## src/hdl/dcd_pkg.sv

```systemverilog
package dcd_pkg;

	localparam int xlen = 32;
	localparam int reg_id_w = 5;
	localparam int reg_num = 1 << reg_id_w; // architectural registers

	// funct3 codes of the supported subset
	localparam logic [2:0] f3_add_sub = 3'b000;
	localparam logic [2:0] f3_xor = 3'b100;
	localparam logic [2:0] f3_or = 3'b110;
	localparam logic [2:0] f3_and = 3'b111;
	localparam logic [2:0] f3_word = 3'b010; // lw and sw
	localparam logic [2:0] f3_mul = 3'b000;
	localparam logic [2:0] f3_mulh = 3'b001;

	// funct7 codes
	localparam logic [6:0] f7_base = 7'b0000000;
	localparam logic [6:0] f7_sub = 7'b0100000;
	localparam logic [6:0] f7_muldiv = 7'b0000001;

	typedef enum logic [6:0] {
		opc_op = 7'b0110011,
		opc_op_imm = 7'b0010011,
		opc_lui = 7'b0110111,
		opc_load = 7'b0000011,
		opc_store = 7'b0100011
	} opcode_e;

	typedef enum logic [3:0] {
		alu_add = 4'd0,
		alu_sub = 4'd1,
		alu_and = 4'd2,
		alu_or = 4'd3,
		alu_xor = 4'd4,
		alu_pass_b = 4'd5 // lui and error cases
	} alu_op_e;

	typedef enum logic [1:0] {
		unit_alu = 2'd0,
		unit_lsu = 2'd1,
		unit_mul = 2'd2
	} unit_e;

	typedef enum logic [1:0] {
		err_none = 2'd0,
		err_illegal = 2'd1,
		err_fetch_bus = 2'd2
	} err_e;

endpackage

```

## src/hdl/inst_decoder.sv

```systemverilog
`timescale 1ns/1ps

module inst_decoder import dcd_pkg::*; (
	input logic clk,
	input logic rst_n,
	input logic flush_req,
	input logic [xlen-1:0] if_inst,
	input logic [xlen-1:0] if_pc,
	input logic if_bus_err,
	input logic if_prdt_jump,
	input logic if_valid,
	output logic if_ready,
	output unit_e dec_unit,
	output alu_op_e dec_alu_op,
	output err_e dec_err,
	output logic [xlen-1:0] dec_imm,
	output logic [xlen-1:0] dec_pc,
	output logic [xlen-1:0] dec_inst,
	output logic [reg_id_w-1:0] dec_rs1_id,
	output logic [reg_id_w-1:0] dec_rs2_id,
	output logic [reg_id_w-1:0] dec_rd_id,
	output logic dec_rs1_vld,
	output logic dec_rs2_vld,
	output logic dec_rd_vld,
	output logic dec_imm_sel,
	output logic dec_ls_sel,
	output logic dec_mul_high,
	output logic dec_prdt_jump,
	output logic dec_valid,
	input logic dec_ready
);

	logic bus_err_q;
	logic legal;
	logic [2:0] funct3;
	logic [6:0] funct7;

	assign if_ready = (!dec_valid || dec_ready) && !flush_req; // no take while flushing

	always_ff @(posedge clk) begin
		if (!rst_n) begin
			dec_valid <= 1'b0;
		end else if (flush_req) begin
			dec_valid <= 1'b0;
		end else if (if_valid && if_ready) begin
			dec_valid <= 1'b1;
		end else if (dec_ready) begin
			dec_valid <= 1'b0;
		end
	end

	always_ff @(posedge clk) begin
		if (if_valid && if_ready) begin
			dec_inst <= if_inst;
			dec_pc <= if_pc;
			bus_err_q <= if_bus_err;
			dec_prdt_jump <= if_prdt_jump;
		end
	end

	assign funct3 = dec_inst[14:12];
	assign funct7 = dec_inst[31:25];
	assign dec_rs1_id = dec_inst[19:15];
	assign dec_rs2_id = dec_inst[24:20];
	assign dec_rd_id = dec_inst[11:7];

	always_comb begin
		dec_unit = unit_alu;
		dec_alu_op = alu_pass_b;
		dec_imm = '0;
		dec_imm_sel = 1'b0;
		dec_ls_sel = 1'b0;
		dec_mul_high = 1'b0;
		dec_rs1_vld = 1'b0;
		dec_rs2_vld = 1'b0;
		dec_rd_vld = 1'b0;
		legal = 1'b0;
		case (opcode_e'(dec_inst[6:0]))
			opc_op, opc_op_imm: begin
				legal = 1'b1;
				dec_rs1_vld = 1'b1;
				dec_rd_vld = 1'b1;
				dec_imm = {{20{dec_inst[31]}}, dec_inst[31:20]}; // I-type
				dec_imm_sel = (dec_inst[6:0] == opc_op_imm);
				dec_rs2_vld = !dec_imm_sel;
				case (funct3)
					f3_add_sub: dec_alu_op = alu_add;
					f3_xor: dec_alu_op = alu_xor;
					f3_or: dec_alu_op = alu_or;
					f3_and: dec_alu_op = alu_and;
					default: legal = 1'b0;
				endcase
				if (!dec_imm_sel) begin
					if (funct7 == f7_muldiv) begin
						dec_unit = unit_mul;
						dec_mul_high = (funct3 == f3_mulh);
						legal = (funct3 == f3_mul) || (funct3 == f3_mulh);
					end else if (funct7 == f7_sub && funct3 == f3_add_sub) begin
						dec_alu_op = alu_sub;
					end else if (funct7 != f7_base) begin
						legal = 1'b0;
					end
				end
			end
			opc_lui: begin
				legal = 1'b1;
				dec_rd_vld = 1'b1;
				dec_imm = {dec_inst[31:12], 12'b0};
				dec_imm_sel = 1'b1;
			end
			opc_load, opc_store: begin
				legal = (funct3 == f3_word);
				dec_unit = unit_lsu;
				dec_alu_op = alu_add; // address generation
				dec_imm_sel = 1'b1;
				dec_rs1_vld = 1'b1;
				dec_ls_sel = (dec_inst[6:0] == opc_store);
				dec_rs2_vld = dec_ls_sel; // store data
				dec_rd_vld = !dec_ls_sel;
				if (dec_ls_sel)
					dec_imm = {{20{dec_inst[31]}}, dec_inst[31:25], dec_inst[11:7]};
				else
					dec_imm = {{20{dec_inst[31]}}, dec_inst[31:20]};
			end
			default: ;
		endcase
		// bus error wins over any decode result
		if (bus_err_q || !legal) begin
			dec_unit = unit_alu;
			dec_alu_op = alu_pass_b;
			dec_rs1_vld = 1'b0;
			dec_rs2_vld = 1'b0;
			dec_rd_vld = 1'b0;
		end
	end

	assign dec_err = bus_err_q ? err_fetch_bus : (legal ? err_none : err_illegal);

	// held message stays put under back-pressure
	a_dec_hold: assert property (@(posedge clk) disable iff (!rst_n)
		dec_valid && !dec_ready && !flush_req |=>
			dec_valid && $stable(dec_inst) && $stable(dec_pc));

endmodule

```

## src/hdl/reg_file_rd.sv

```systemverilog
`timescale 1ns/1ps

module reg_file_rd import dcd_pkg::*; (
	input logic clk,
	input logic rst_n,
	input logic flush_req,
	input unit_e dec_unit,
	input alu_op_e dec_alu_op,
	input err_e dec_err,
	input logic [xlen-1:0] dec_imm,
	input logic [xlen-1:0] dec_pc,
	input logic [xlen-1:0] dec_inst,
	input logic [reg_id_w-1:0] dec_rs1_id,
	input logic [reg_id_w-1:0] dec_rs2_id,
	input logic [reg_id_w-1:0] dec_rd_id,
	input logic dec_rs1_vld,
	input logic dec_rs2_vld,
	input logic dec_rd_vld,
	input logic dec_imm_sel,
	input logic dec_ls_sel,
	input logic dec_mul_high,
	input logic dec_prdt_jump,
	input logic dec_valid,
	output logic dec_ready,
	output logic [reg_id_w-1:0] raw_rs1_id,
	output logic [reg_id_w-1:0] raw_rs2_id,
	input logic rs1_raw,
	input logic rs2_raw,
	output logic rd_p0_req,
	output logic [reg_id_w-1:0] rd_p0_addr,
	input logic rd_p0_grant,
	input logic [xlen-1:0] rd_p0_dout,
	output logic rd_p1_req,
	output logic [reg_id_w-1:0] rd_p1_addr,
	input logic rd_p1_grant,
	input logic [xlen-1:0] rd_p1_dout,
	output logic [xlen-1:0] opr_rs1_v,
	output logic [xlen-1:0] opr_rs2_v,
	output unit_e opr_unit,
	output alu_op_e opr_alu_op,
	output err_e opr_err,
	output logic [xlen-1:0] opr_imm,
	output logic [xlen-1:0] opr_pc,
	output logic [xlen-1:0] opr_inst,
	output logic [reg_id_w-1:0] opr_rd_id,
	output logic opr_rd_vld,
	output logic opr_imm_sel,
	output logic opr_ls_sel,
	output logic opr_mul_high,
	output logic opr_prdt_jump,
	output logic opr_valid,
	input logic opr_ready
);

	typedef enum logic [1:0] {
		st_idle,
		st_wait_raw,
		st_wait_grant,
		st_full
	} rd_state_e;

	rd_state_e state;
	logic [reg_id_w-1:0] rs1_id_q;
	logic [reg_id_w-1:0] rs2_id_q;
	logic rs1_vld_q;
	logic rs2_vld_q;
	logic p0_wait;
	logic p1_wait;
	logic raw_stall;
	logic grants_done;

	assign dec_ready = (state == st_idle);
	assign opr_valid = (state == st_full) && !flush_req;

	assign raw_rs1_id = rs1_id_q;
	assign raw_rs2_id = rs2_id_q;
	assign raw_stall = (rs1_vld_q && rs1_raw) || (rs2_vld_q && rs2_raw);

	// one-cycle request, only for the sources in use
	assign rd_p0_req = (state == st_wait_raw) && !raw_stall && rs1_vld_q;
	assign rd_p1_req = (state == st_wait_raw) && !raw_stall && rs2_vld_q;
	assign rd_p0_addr = rs1_id_q;
	assign rd_p1_addr = rs2_id_q;

	assign grants_done = (!p0_wait || rd_p0_grant) && (!p1_wait || rd_p1_grant);

	always_ff @(posedge clk) begin
		if (!rst_n || flush_req) begin
			state <= st_idle;
			p0_wait <= 1'b0;
			p1_wait <= 1'b0;
		end else begin
			case (state)
				st_idle: if (dec_valid) state <= st_wait_raw;
				st_wait_raw: begin
					if (!raw_stall) begin
						p0_wait <= rs1_vld_q;
						p1_wait <= rs2_vld_q;
						state <= (rs1_vld_q || rs2_vld_q) ? st_wait_grant : st_full;
					end
				end
				st_wait_grant: begin
					if (rd_p0_grant) p0_wait <= 1'b0;
					if (rd_p1_grant) p1_wait <= 1'b0;
					if (grants_done) state <= st_full;
				end
				st_full: if (opr_ready) state <= st_idle;
				default: state <= st_idle;
			endcase
		end
	end

	always_ff @(posedge clk) begin
		if (state == st_idle && dec_valid) begin
			rs1_id_q <= dec_rs1_id;
			rs2_id_q <= dec_rs2_id;
			rs1_vld_q <= dec_rs1_vld;
			rs2_vld_q <= dec_rs2_vld;
			opr_unit <= dec_unit;
			opr_alu_op <= dec_alu_op;
			opr_err <= dec_err;
			opr_imm <= dec_imm;
			opr_pc <= dec_pc;
			opr_inst <= dec_inst;
			opr_rd_id <= dec_rd_id;
			opr_rd_vld <= dec_rd_vld;
			opr_imm_sel <= dec_imm_sel;
			opr_ls_sel <= dec_ls_sel;
			opr_mul_high <= dec_mul_high;
			opr_prdt_jump <= dec_prdt_jump;
			opr_rs1_v <= '0; // unused source reads as zero
			opr_rs2_v <= '0;
		end
		if (p0_wait && rd_p0_grant) opr_rs1_v <= rd_p0_dout;
		if (p1_wait && rd_p1_grant) opr_rs2_v <= rd_p1_dout;
	end

	// a requested source stays settled until its data returns
	a_src_settled: assert property (@(posedge clk) disable iff (!rst_n)
		(rd_p0_req |=> !rs1_raw) and (rd_p1_req |=> !rs2_raw));

	// register file answers every request on the next cycle
	a_grant_follows: assert property (@(posedge clk) disable iff (!rst_n)
		rd_p0_req |=> rd_p0_grant);

endmodule

```

## src/hdl/dispatcher.sv

```systemverilog
`timescale 1ns/1ps

module dispatcher import dcd_pkg::*; (
	input logic clk,
	input logic rst_n,
	input logic [xlen-1:0] opr_rs1_v,
	input logic [xlen-1:0] opr_rs2_v,
	input unit_e opr_unit,
	input alu_op_e opr_alu_op,
	input err_e opr_err,
	input logic [xlen-1:0] opr_imm,
	input logic [xlen-1:0] opr_pc,
	input logic [xlen-1:0] opr_inst,
	input logic [reg_id_w-1:0] opr_rd_id,
	input logic opr_rd_vld,
	input logic opr_imm_sel,
	input logic opr_ls_sel,
	input logic opr_mul_high,
	input logic opr_prdt_jump,
	input logic opr_valid,
	output logic opr_ready,
	output logic [reg_id_w-1:0] waw_rd_id,
	input logic rd_waw,
	output logic dsp_set_valid,
	output logic [reg_id_w-1:0] dsp_set_rd,
	output alu_op_e alu_op_mode,
	output logic [xlen-1:0] alu_op1,
	output logic [xlen-1:0] alu_op2,
	output err_e alu_err_code,
	output logic [xlen-1:0] alu_pc,
	output logic alu_prdt_jump,
	output logic [reg_id_w-1:0] alu_rd_id,
	output logic alu_rd_vld,
	output logic alu_addr_gen,
	output logic alu_valid,
	input logic alu_ready,
	output logic ls_sel,
	output logic [reg_id_w-1:0] ls_rd_id,
	output logic [xlen-1:0] ls_din,
	output logic lsu_valid,
	input logic lsu_ready,
	output logic [xlen-1:0] mul_op_a,
	output logic [xlen-1:0] mul_op_b,
	output logic mul_high_sel,
	output logic [reg_id_w-1:0] mul_rd_id,
	output logic mul_valid,
	input logic mul_ready
);

	logic waw_stall;
	logic go;
	logic is_lsu;
	logic is_mul;

	assign waw_rd_id = opr_rd_id;
	assign waw_stall = opr_rd_vld && rd_waw; // earlier write to rd still outstanding
	assign go = opr_valid && !waw_stall;
	assign is_lsu = (opr_unit == unit_lsu);
	assign is_mul = (opr_unit == unit_mul);

	// load/store needs both units ready in the same cycle
	always_comb begin
		if (waw_stall)
			opr_ready = 1'b0;
		else if (is_mul)
			opr_ready = mul_ready;
		else if (is_lsu)
			opr_ready = alu_ready && lsu_ready;
		else
			opr_ready = alu_ready;
	end

	assign alu_valid = go && !is_mul;
	assign lsu_valid = go && is_lsu;
	assign mul_valid = go && is_mul;

	assign alu_op_mode = opr_alu_op;
	assign alu_op1 = opr_rs1_v;
	assign alu_op2 = (opr_err != err_none) ? opr_inst : (opr_imm_sel ? opr_imm : opr_rs2_v);
	assign alu_err_code = opr_err;
	assign alu_pc = opr_pc;
	assign alu_prdt_jump = opr_prdt_jump;
	assign alu_rd_id = opr_rd_id;
	assign alu_rd_vld = opr_rd_vld && !is_lsu; // lsu owns the load result
	assign alu_addr_gen = is_lsu;

	assign ls_sel = opr_ls_sel;
	assign ls_rd_id = opr_rd_id;
	assign ls_din = opr_rs2_v;

	assign mul_op_a = opr_rs1_v;
	assign mul_op_b = opr_rs2_v;
	assign mul_high_sel = opr_mul_high;
	assign mul_rd_id = opr_rd_id;

	assign dsp_set_valid = opr_valid && opr_ready && opr_rd_vld;
	assign dsp_set_rd = opr_rd_id;

	// held operands stay put while the request waits
	a_opr_hold: assert property (@(posedge clk) disable iff (!rst_n)
		opr_valid && !opr_ready |=>
			$stable(opr_rs1_v) && $stable(opr_rs2_v) && $stable(opr_inst));

endmodule

```

## src/hdl/dcd_dsptc.sv

```systemverilog
`timescale 1ns/1ps

module dcd_dsptc import dcd_pkg::*; (
	input logic clk,
	input logic rst_n,
	input logic flush_req,
	input logic [xlen-1:0] if_inst,
	input logic [xlen-1:0] if_pc,
	input logic if_bus_err,
	input logic if_prdt_jump,
	input logic if_valid,
	output logic if_ready,
	output logic [reg_id_w-1:0] raw_rs1_id,
	output logic [reg_id_w-1:0] raw_rs2_id,
	input logic rs1_raw,
	input logic rs2_raw,
	output logic [reg_id_w-1:0] waw_rd_id,
	input logic rd_waw,
	output logic dsp_set_valid,
	output logic [reg_id_w-1:0] dsp_set_rd,
	output logic rd_p0_req,
	output logic [reg_id_w-1:0] rd_p0_addr,
	input logic rd_p0_grant,
	input logic [xlen-1:0] rd_p0_dout,
	output logic rd_p1_req,
	output logic [reg_id_w-1:0] rd_p1_addr,
	input logic rd_p1_grant,
	input logic [xlen-1:0] rd_p1_dout,
	output alu_op_e alu_op_mode,
	output logic [xlen-1:0] alu_op1,
	output logic [xlen-1:0] alu_op2,
	output err_e alu_err_code,
	output logic [xlen-1:0] alu_pc,
	output logic alu_prdt_jump,
	output logic [reg_id_w-1:0] alu_rd_id,
	output logic alu_rd_vld,
	output logic alu_addr_gen,
	output logic alu_valid,
	input logic alu_ready,
	output logic ls_sel,
	output logic [reg_id_w-1:0] ls_rd_id,
	output logic [xlen-1:0] ls_din,
	output logic lsu_valid,
	input logic lsu_ready,
	output logic [xlen-1:0] mul_op_a,
	output logic [xlen-1:0] mul_op_b,
	output logic mul_high_sel,
	output logic [reg_id_w-1:0] mul_rd_id,
	output logic mul_valid,
	input logic mul_ready
);

	// decoder to read control
	unit_e dec_unit;
	alu_op_e dec_alu_op;
	err_e dec_err;
	logic [xlen-1:0] dec_imm, dec_pc, dec_inst;
	logic [reg_id_w-1:0] dec_rs1_id, dec_rs2_id, dec_rd_id;
	logic dec_rs1_vld, dec_rs2_vld, dec_rd_vld;
	logic dec_imm_sel, dec_ls_sel, dec_mul_high, dec_prdt_jump;
	logic dec_valid, dec_ready;

	// read control to dispatcher
	unit_e opr_unit;
	alu_op_e opr_alu_op;
	err_e opr_err;
	logic [xlen-1:0] opr_rs1_v, opr_rs2_v;
	logic [xlen-1:0] opr_imm, opr_pc, opr_inst;
	logic [reg_id_w-1:0] opr_rd_id;
	logic opr_rd_vld, opr_imm_sel, opr_ls_sel, opr_mul_high, opr_prdt_jump;
	logic opr_valid, opr_ready;

	inst_decoder u_inst_decoder (.*);

	reg_file_rd u_reg_file_rd (.*);

	dispatcher u_dispatcher (.*);

endmodule

```

## src/hdl/reg_file.sv

```systemverilog
`timescale 1ns/1ps

module reg_file import dcd_pkg::*; (
	input logic clk,
	input logic rst_n,
	input logic rd_p0_req,
	input logic [reg_id_w-1:0] rd_p0_addr,
	output logic rd_p0_grant,
	output logic [xlen-1:0] rd_p0_dout,
	input logic rd_p1_req,
	input logic [reg_id_w-1:0] rd_p1_addr,
	output logic rd_p1_grant,
	output logic [xlen-1:0] rd_p1_dout,
	input logic wb_valid,
	input logic [reg_id_w-1:0] wb_rd_id,
	input logic [xlen-1:0] wb_data
);

	logic [xlen-1:0] regs [reg_num];

	// read value with same-edge writeback forwarded, x0 hardwired
	function automatic logic [xlen-1:0] rd_val(input logic [reg_id_w-1:0] addr);
		if (addr == '0)
			return '0;
		else if (wb_valid && wb_rd_id == addr)
			return wb_data;
		else
			return regs[addr];
	endfunction

	always_ff @(posedge clk) begin
		if (wb_valid && wb_rd_id != '0) regs[wb_rd_id] <= wb_data;
	end

	always_ff @(posedge clk) begin
		if (!rst_n) begin
			rd_p0_grant <= 1'b0;
			rd_p1_grant <= 1'b0;
		end else begin
			rd_p0_grant <= rd_p0_req;
			rd_p1_grant <= rd_p1_req;
		end
	end

	always_ff @(posedge clk) begin
		if (rd_p0_req) rd_p0_dout <= rd_val(rd_p0_addr);
		if (rd_p1_req) rd_p1_dout <= rd_val(rd_p1_addr);
	end

endmodule

```

## src/hdl/scoreboard.sv

```systemverilog
`timescale 1ns/1ps

module scoreboard import dcd_pkg::*; (
	input logic clk,
	input logic rst_n,
	input logic [reg_id_w-1:0] raw_rs1_id,
	input logic [reg_id_w-1:0] raw_rs2_id,
	input logic [reg_id_w-1:0] waw_rd_id,
	output logic rs1_raw,
	output logic rs2_raw,
	output logic rd_waw,
	input logic dsp_set_valid,
	input logic [reg_id_w-1:0] dsp_set_rd,
	input logic wb_valid,
	input logic [reg_id_w-1:0] wb_rd_id
);

	logic [reg_num-1:0] pending; // one bit per register

	assign rs1_raw = pending[raw_rs1_id];
	assign rs2_raw = pending[raw_rs2_id];
	assign rd_waw = pending[waw_rd_id];

	always_ff @(posedge clk) begin
		if (!rst_n) begin
			pending <= '0;
		end else begin
			if (wb_valid)
				pending[wb_rd_id] <= 1'b0;
			// set after clear, a new producer wins
			if (dsp_set_valid && dsp_set_rd != '0)
				pending[dsp_set_rd] <= 1'b1;
		end
	end

	// writeback must match a dispatched producer
	a_wb_pending: assert property (@(posedge clk) disable iff (!rst_n)
		wb_valid && wb_rd_id != '0 |-> pending[wb_rd_id]);

endmodule

```

## src/hdl/dcd_top.sv

```systemverilog
`timescale 1ns/1ps

module dcd_top import dcd_pkg::*; (
	input logic clk,
	input logic rst_n,
	input logic flush_req,
	input logic [xlen-1:0] if_inst,
	input logic [xlen-1:0] if_pc,
	input logic if_bus_err,
	input logic if_prdt_jump,
	input logic if_valid,
	output logic if_ready,
	output alu_op_e alu_op_mode,
	output logic [xlen-1:0] alu_op1,
	output logic [xlen-1:0] alu_op2,
	output err_e alu_err_code,
	output logic [xlen-1:0] alu_pc,
	output logic alu_prdt_jump,
	output logic [reg_id_w-1:0] alu_rd_id,
	output logic alu_rd_vld,
	output logic alu_addr_gen,
	output logic alu_valid,
	input logic alu_ready,
	output logic ls_sel,
	output logic [reg_id_w-1:0] ls_rd_id,
	output logic [xlen-1:0] ls_din,
	output logic lsu_valid,
	input logic lsu_ready,
	output logic [xlen-1:0] mul_op_a,
	output logic [xlen-1:0] mul_op_b,
	output logic mul_high_sel,
	output logic [reg_id_w-1:0] mul_rd_id,
	output logic mul_valid,
	input logic mul_ready,
	input logic wb_valid,
	input logic [reg_id_w-1:0] wb_rd_id,
	input logic [xlen-1:0] wb_data
);

	logic rd_p0_req, rd_p0_grant;
	logic rd_p1_req, rd_p1_grant;
	logic [reg_id_w-1:0] rd_p0_addr, rd_p1_addr;
	logic [xlen-1:0] rd_p0_dout, rd_p1_dout;
	logic [reg_id_w-1:0] raw_rs1_id, raw_rs2_id, waw_rd_id;
	logic rs1_raw, rs2_raw, rd_waw;
	logic dsp_set_valid;
	logic [reg_id_w-1:0] dsp_set_rd;

	dcd_dsptc u_dcd_dsptc (.*);

	reg_file u_reg_file (.*);

	scoreboard u_scoreboard (.*);

endmodule

```

## config.mk

```make
export PLATFORM = sky130hd
export DESIGN_NAME = dcd_top
export DESIGN_NICKNAME = d
export VERILOG_FILES = /design/src/hdl/dcd_pkg.sv /design/src/hdl/inst_decoder.sv /design/src/hdl/reg_file_rd.sv /design/src/hdl/dispatcher.sv /design/src/hdl/dcd_dsptc.sv /design/src/hdl/reg_file.sv /design/src/hdl/scoreboard.sv /design/src/hdl/dcd_top.sv
export SDC_FILE = /design/constraint.sdc
export NUM_CORES = 2
export LEC_CHECK = 0
export BUFFER_PORTS_ARGS = -buffer_cell sky130_fd_sc_hd__buf_2
export CAP_MARGIN = 5
export CORE_ASPECT_RATIO = 0.7
export CORE_MARGIN = 1.5
export CORE_UTILIZATION = 55
export CTS_CLUSTER_SIZE = 25
export DETAILED_ROUTE_END_ITERATION = 16
export GPL_ROUTABILITY_DRIVEN = 1
export HOLD_SLACK_MARGIN = 0.06
export PLACE_DENSITY_LB_ADDON = 0.25
export SYNTH_ARGS = -nofsm -noshare
export SYNTH_HDL_FRONTEND = slang
export SYNTH_SLANG_ARGS = --single-unit
```

## constraint.sdc

```tcl
create_clock -name clk -period 3 [get_ports clk]
set_input_delay 0.15 -clock clk [delete_from_list [all_inputs] [get_ports clk]]
set_output_delay 0.15 -clock clk [all_outputs]
set_load 0.005 [all_outputs]
```

# --- Word level (Yosys, flattened, before mapping) ---
# Memories as Yosys holds them, arrays and structs flattened. A register that Yosys moved wholly into a read port is not among the register bits.
# Index checks and enable logic that the tools add are counted.
# Widths: inputs -> output; s select.
word_totals:
  mem_count: 1
  reg_bits: 295
  ram_bits: 1024
  out_inout_bits: 222
classes:
  n_reduce_logical: 69
  mux: 58
  n_eq_ne: 23
  n_lt_le_gt_ge: 6
  bitwise: 6
mem_list:
  columns: ["memory", "depth", "width", "read_ports", "rd_clocked_by_memory_dff", "write_ports", "line_no", "source"]
  rows:
  - ["u_reg_file.regs", 32, 32, 2, 2, 1, "reg_file.sv:19", "logic [xlen-1:0] regs [reg_num];"]
ops:
  columns: ["cell", "count"]
  rows:
  - ["$mux 32", 8]
  - ["$pmux 32 s3", 1]
  - ["$and 32x32->32", 1]
  - ["$not 32->32", 1]
  - ["$or 32x32->32", 1]
  - ["$eq 7x6->1 const B", 4]
  - ["$logic_and 1x1->1", 26]
  - ["$lt 5x6->1 const B", 4]
  - ["$mux 1", 24]
  - ["$bmux 1 s5", 3]
  - ["$logic_not 1->1", 12]
  - ["$mux 2", 6]
  - ["$mux 4", 3]
  - ["$pmux 3 s4", 1]
  - ["$demux 1 s5", 2]
  - ["$ge 5x1->1 const B", 2]
  - ["$logic_not 5->1", 2]
  - ["$pmux 1 s2", 5]
  - ["$reduce_bool 2->1", 5]
  - ["$reduce_bool 5->1", 2]
  - ["$eq 3x3->1 const B", 3]
  - ["$reduce_or 3->1", 3]
  - ["$logic_or 1x1->1", 8]
  - ["$ne 2x2->1 const B", 4]
  - ["21 further kinds", 31]

# --- Longest topological paths before layout ---
depth:
  ltp_word: 10
  mapped_depth: 12
  depth_no_buf: 7

# --- Cells and area by module ---
# Synthesis repeated with hierarchy kept, for this count alone.
unflattened:
  cells_unflattened: 3906
  area_unflattened_um2: 64986.1
by_module_without_submodules:
  columns: ["mod", "area_each_um2", "cells_each", "n_inst"]
  rows:
  - ["reg_file", 50820.0, 2786, 1]
  - ["reg_file_rd", 6640.1, 329, 1]
  - ["inst_decoder", 2830.2, 190, 1]
  - ["dispatcher", 2366.0, 318, 1]
  - ["scoreboard", 2329.7, 283, 1]

# --- Least setup slack after synthesis ---
# Ideal clock, no wire load.
synth_timing:
  path_kind: "register to register"
  from: "register u_dcd_dsptc.u_reg_file_rd.state[0]"
  to: "register u_dcd_dsptc.u_reg_file_rd.opr_alu_op[0], enable pin"
  slack_ns: -0.293
  path_stages_with_launch: 5
  n_path_buf: 0
  arrival_time_ns: 2.829
  setup_ns: 0.464
  synth_period_minus_slack_ns: 3.293
  required_ns: 2.536
  cell_sequence: "dfxtp_1 inv_1 ha_1 nand2_1 inv_1"
synth_via:
  elab_chain_len: 2
synth_rtl:
  columns: ["item", "line_no", "source"]
  rows:
  - ["from (decl)", "reg_file_rd.sv:62", "rd_state_e state;"]
  - ["from (signal assigned)", "reg_file_rd.sv:89", "state <= st_idle;"]
  - ["from (signal assigned)", "reg_file_rd.sv:94", "st_idle: if (dec_valid) state <= st_wait_raw;"]
  - ["from (signal assigned)", "reg_file_rd.sv:99", "state <= (rs1_vld_q || rs2_vld_q) ? st_wait_grant : st_full;"]
  - ["$logic_not 2->1", "reg_file_rd.sv:114", "if (state == st_idle && dec_valid) begin"]
  - ["$logic_and 1x1->1", "reg_file_rd.sv:114", null]
  - ["to (signal assigned)", "reg_file_rd.sv:120", "opr_alu_op <= dec_alu_op;"]
  - ["to (decl)", "reg_file_rd.sv:40", "output alu_op_e opr_alu_op,"]
# No other way between the ends.
# A chain may end at the register's enable or synchronous reset.

==> results.cfg <==
[worst_setup_path]
reg2reg_from = u_dcd_dsptc.u_inst_decoder.dec_inst[29]
cp-end-kind = output pin
start_kind = flop
reg2reg_slack_ns = 0.08
r2r_end = u_dcd_dsptc.u_reg_file_rd.opr_alu_op[1]
worstSetupPathType = reg2out
critPathMaxFanout = 4
reg2reg_depth = 8
required_ns = 2.85
worst_ep_arrival_time_ns = 2.78

[logic_synthesis]
synth.distinct_cells = 61
yosysTopAreaCellShare = 0.641
seq_area_frac_synth = 0.653
ys_top_cells_by_count = 1328 x edfxtp_1, 513 x mux4_2, 269 x mux2i_1
ys_seq_elements = 1367
ys.warnings.count = 0
synth.area.top_cells = edfxtp_1 64%, mux4_2 19%, mux2i_1 4.3%, dfxtp_1 1.3%, buf_4 1.2%
yosysMostFrequentCell = edfxtp_1
yosysTopAreaCell = edfxtp_1
synth_edf_count = 1328
ys.flop_type = edfxtp_1
synthArstFlopShare = 0
syn_area_per_cell_um2 = 18.3
netlist_area_mm2 = 0.0622
syn_inst = 3409

[layout]
syn_to_final_growth_pct = 15.5
regArea_mm2 = 0.0407
drive_gt1_frac = 0.334
utilization = 0.639
postLayoutCellArea_mm2 = 0.0719
n_fill_cell = 7668
multi_input_area_mm2 = 0.0202
fin_cells = 5505
fin_nets = 3992

[grt]
grt_max_degree = 107
antenna_found_initial = 10
grt.overflow.total = 0
grt_pass1_wl_um = 259000
track_usage = 0.315
grt_pass1_vias = 36400

[floorplan]
rows = 103
dieWidth_um = 405
die_h_um = 284
core_mm2 = 0.113
dieArea_mm2 = 0.115
start_util = 0.553
io_pins = 333

[placed_design]
dp_cells = 5161
hpwl_um = 109000
placed_area_mm2 = 0.0667
port_buffers = 331
routabilityCongestion = 0.950

[route]
first_pass_iters = 5
routed_wl_um = 180000
ant_nets = 0
drt-wirelength-per-cell_um = 32.7
vias = 37600
viasPerCell = 6.83
drc = 0
drtIter0Drc = 5272

[clocking]
cts.path.max_buffers = 3
cts.clk_slew.worst_paths_ns = 0.06
htreeDepth = 4
cts.sinks = 1367
cts_tree = yes
ctsRootBufferMaster = clkbuf_16
clock_latency_ns = 0.75
cts_buffers = 131

[timing]
finalCritPeriodShare = 0.975
clock.fmax_mhz = 342
hold_viol_final = 0
maxSlewHeadroom = 0.275
setup_tns_ns = 0
final_max_slew_viol_count = 0
setup_violations = 0
clock-skew-final_ns = 0.0227
period_needed_ns = 2.93
tightest_slew_ns = 1.09

[worst_hold_path]
min_from = if_pc[11]
hp-class = in2reg
min_path_cells = 2
whs_endpoint = u_dcd_dsptc.u_inst_decoder.dec_pc[11]

[pwr]
cellLeakagePower_nw = 24.8
ir_drop_mv = 0.595
p_per_area_mw_per_mm2 = 553
power_mw = 39.7

[run]
maxCapViolCount = 0

[status]
status = finished clean
## kinds of logic after synthesis
family                     Yosys count  synth area share
AOI/OAI and AO/OA                  411            0.0424
xor gates and xnor gates            10           0.00141
and+or+nand+nor                    431            0.0339
adders and majority gates            4          0.000804
other                                1         0.0000603
muxes                              839             0.239
buffers and inverters              346            0.0287
DFF                               1367             0.653
## state kept, by name, indices dropped and copies added (netlist names), 2 cells and up
register                              cells
u_dcd_dsptc.u_reg_file_rd.opr_alu_op      3
u_dcd_dsptc.u_reg_file_rd.opr_imm        32
u_scoreboard.pending                     32
u_dcd_dsptc.u_reg_file_rd.opr_unit        2
u_dcd_dsptc.u_reg_file_rd.opr_err         2
u_dcd_dsptc.u_reg_file_rd.state           2
u_dcd_dsptc.u_inst_decoder.dec_pc        32
u_reg_file.rd_p1_dout                    32
u_reg_file.rd_p0_dout                    32
u_dcd_dsptc.u_reg_file_rd.opr_inst       32
u_dcd_dsptc.u_reg_file_rd.opr_pc         32
u_reg_file.regs                        1024
u_dcd_dsptc.u_inst_decoder.dec_inst      32
u_dcd_dsptc.u_reg_file_rd.opr_rs1_v      32
u_dcd_dsptc.u_reg_file_rd.opr_rs2_v      32
## placed cells by master (no fill, tap or decap), types with 88 or more instances in the layout
| cell type | Yosys | routed |
|---|---|---|
| dlygate4sd3_1 | 0 | 103 |
| o21ai_0 | 88 | 88 |
| clkbuf_16 | 0 | 138 |
| nor2_1 | 128 | 97 |
| mux2i_1 | 269 | 269 |
| edfxtp_1 | 1328 | 1328 |
| buf_4 | 101 | 140 |
| buf_2 | 75 | 331 |
| nand2_1 | 98 | 95 |
| mux4_2 | 513 | 513 |
## power breakdown
group,switching [mW],internal (mW)
Sequential,0.160,21.2
Clock,7.05,9.17
Combinational,1.18,0.937
## layout make-up
type                            instances  area share
Timing Repair Buffer                  636      0.0692
Clock inverter                         66     0.00755
Multi-Input combinational cell       1728       0.280
Sequential cell                      1367       0.566
Inverter                               13    0.000731
Antenna cell                            7    0.000244
Tap cell                             1522      0.0265
Clock buffer                          166      0.0496
## stage by stage
| stage | worst slack, ns | hold WS (ns) |
|---|---|---|
| 2_1_floorplan | 0.179 | 0.249 |
| 3_3_place_gp | 0.0945 | 0.327 |
| 3_5_place_dp | 0.0685 | 0.328 |
| 4_1_cts | 0.0112 | 0.0642 |
| 5_1_grt | -0.0106 | 0.112 |
| 6_report | 0.0744 | 0.129 |
## critical path, cell delays in order (launching register included)
cell and delay, ns:
edfxtp_1 0.47, mux4_2 0.52, nor4b_1 0.16, a31oi_1 0.17, nand4_1 0.22, nand2_1 0.14
nand2_2 0.09, a21oi_2 0.13, buf_2 0.13
## how the worst max path moves through the flow
| stage | start | endpoint | slack, ns | depth (start not counted) |
|---|---|---|---|---|
| floorplan | u_dcd_dsptc.u_reg_file_rd.state[0] | u_dcd_dsptc.u_reg_file_rd.opr_alu_op[0] | 0.18 | 4 |
| global placement | u_dcd_dsptc.u_reg_file_rd.opr_inst[23] | u_reg_file.rd_p1_dout[13] | 0.09 | 7 |
| detailed placement | u_dcd_dsptc.u_reg_file_rd.opr_inst[23] | u_reg_file.rd_p1_dout[21] | 0.07 | 7 |
| CTS | u_dcd_dsptc.u_reg_file_rd.opr_inst[8] | alu_valid | 0.01 | 9 |
| global route | u_dcd_dsptc.u_reg_file_rd.opr_inst[8] | alu_valid | -0.01 | 8 |
| finish | u_dcd_dsptc.u_reg_file_rd.opr_inst[8] | alu_valid | 0.07 | 8 |
## layer usage
metal / share of wire / up-vias / global-route usage
met1: 0.39 / 19600 / 0.464
li1: - / 15000 / -
met3: 0.13 / 359 / 0.0812
met4: 0.032 / 8 / 0.106
met2: 0.45 / 2592 / 0.463
met5: 0.00027 / - / 0
## repair_timing
action	CTS	global route
gates resized for setup	0	4
endpoints found under the setup margin	0	14
hold buffers	103	0
endpoints found under the hold margin	1140	0
buffers inserted	0	2
(Power assumes the default switching activity.)
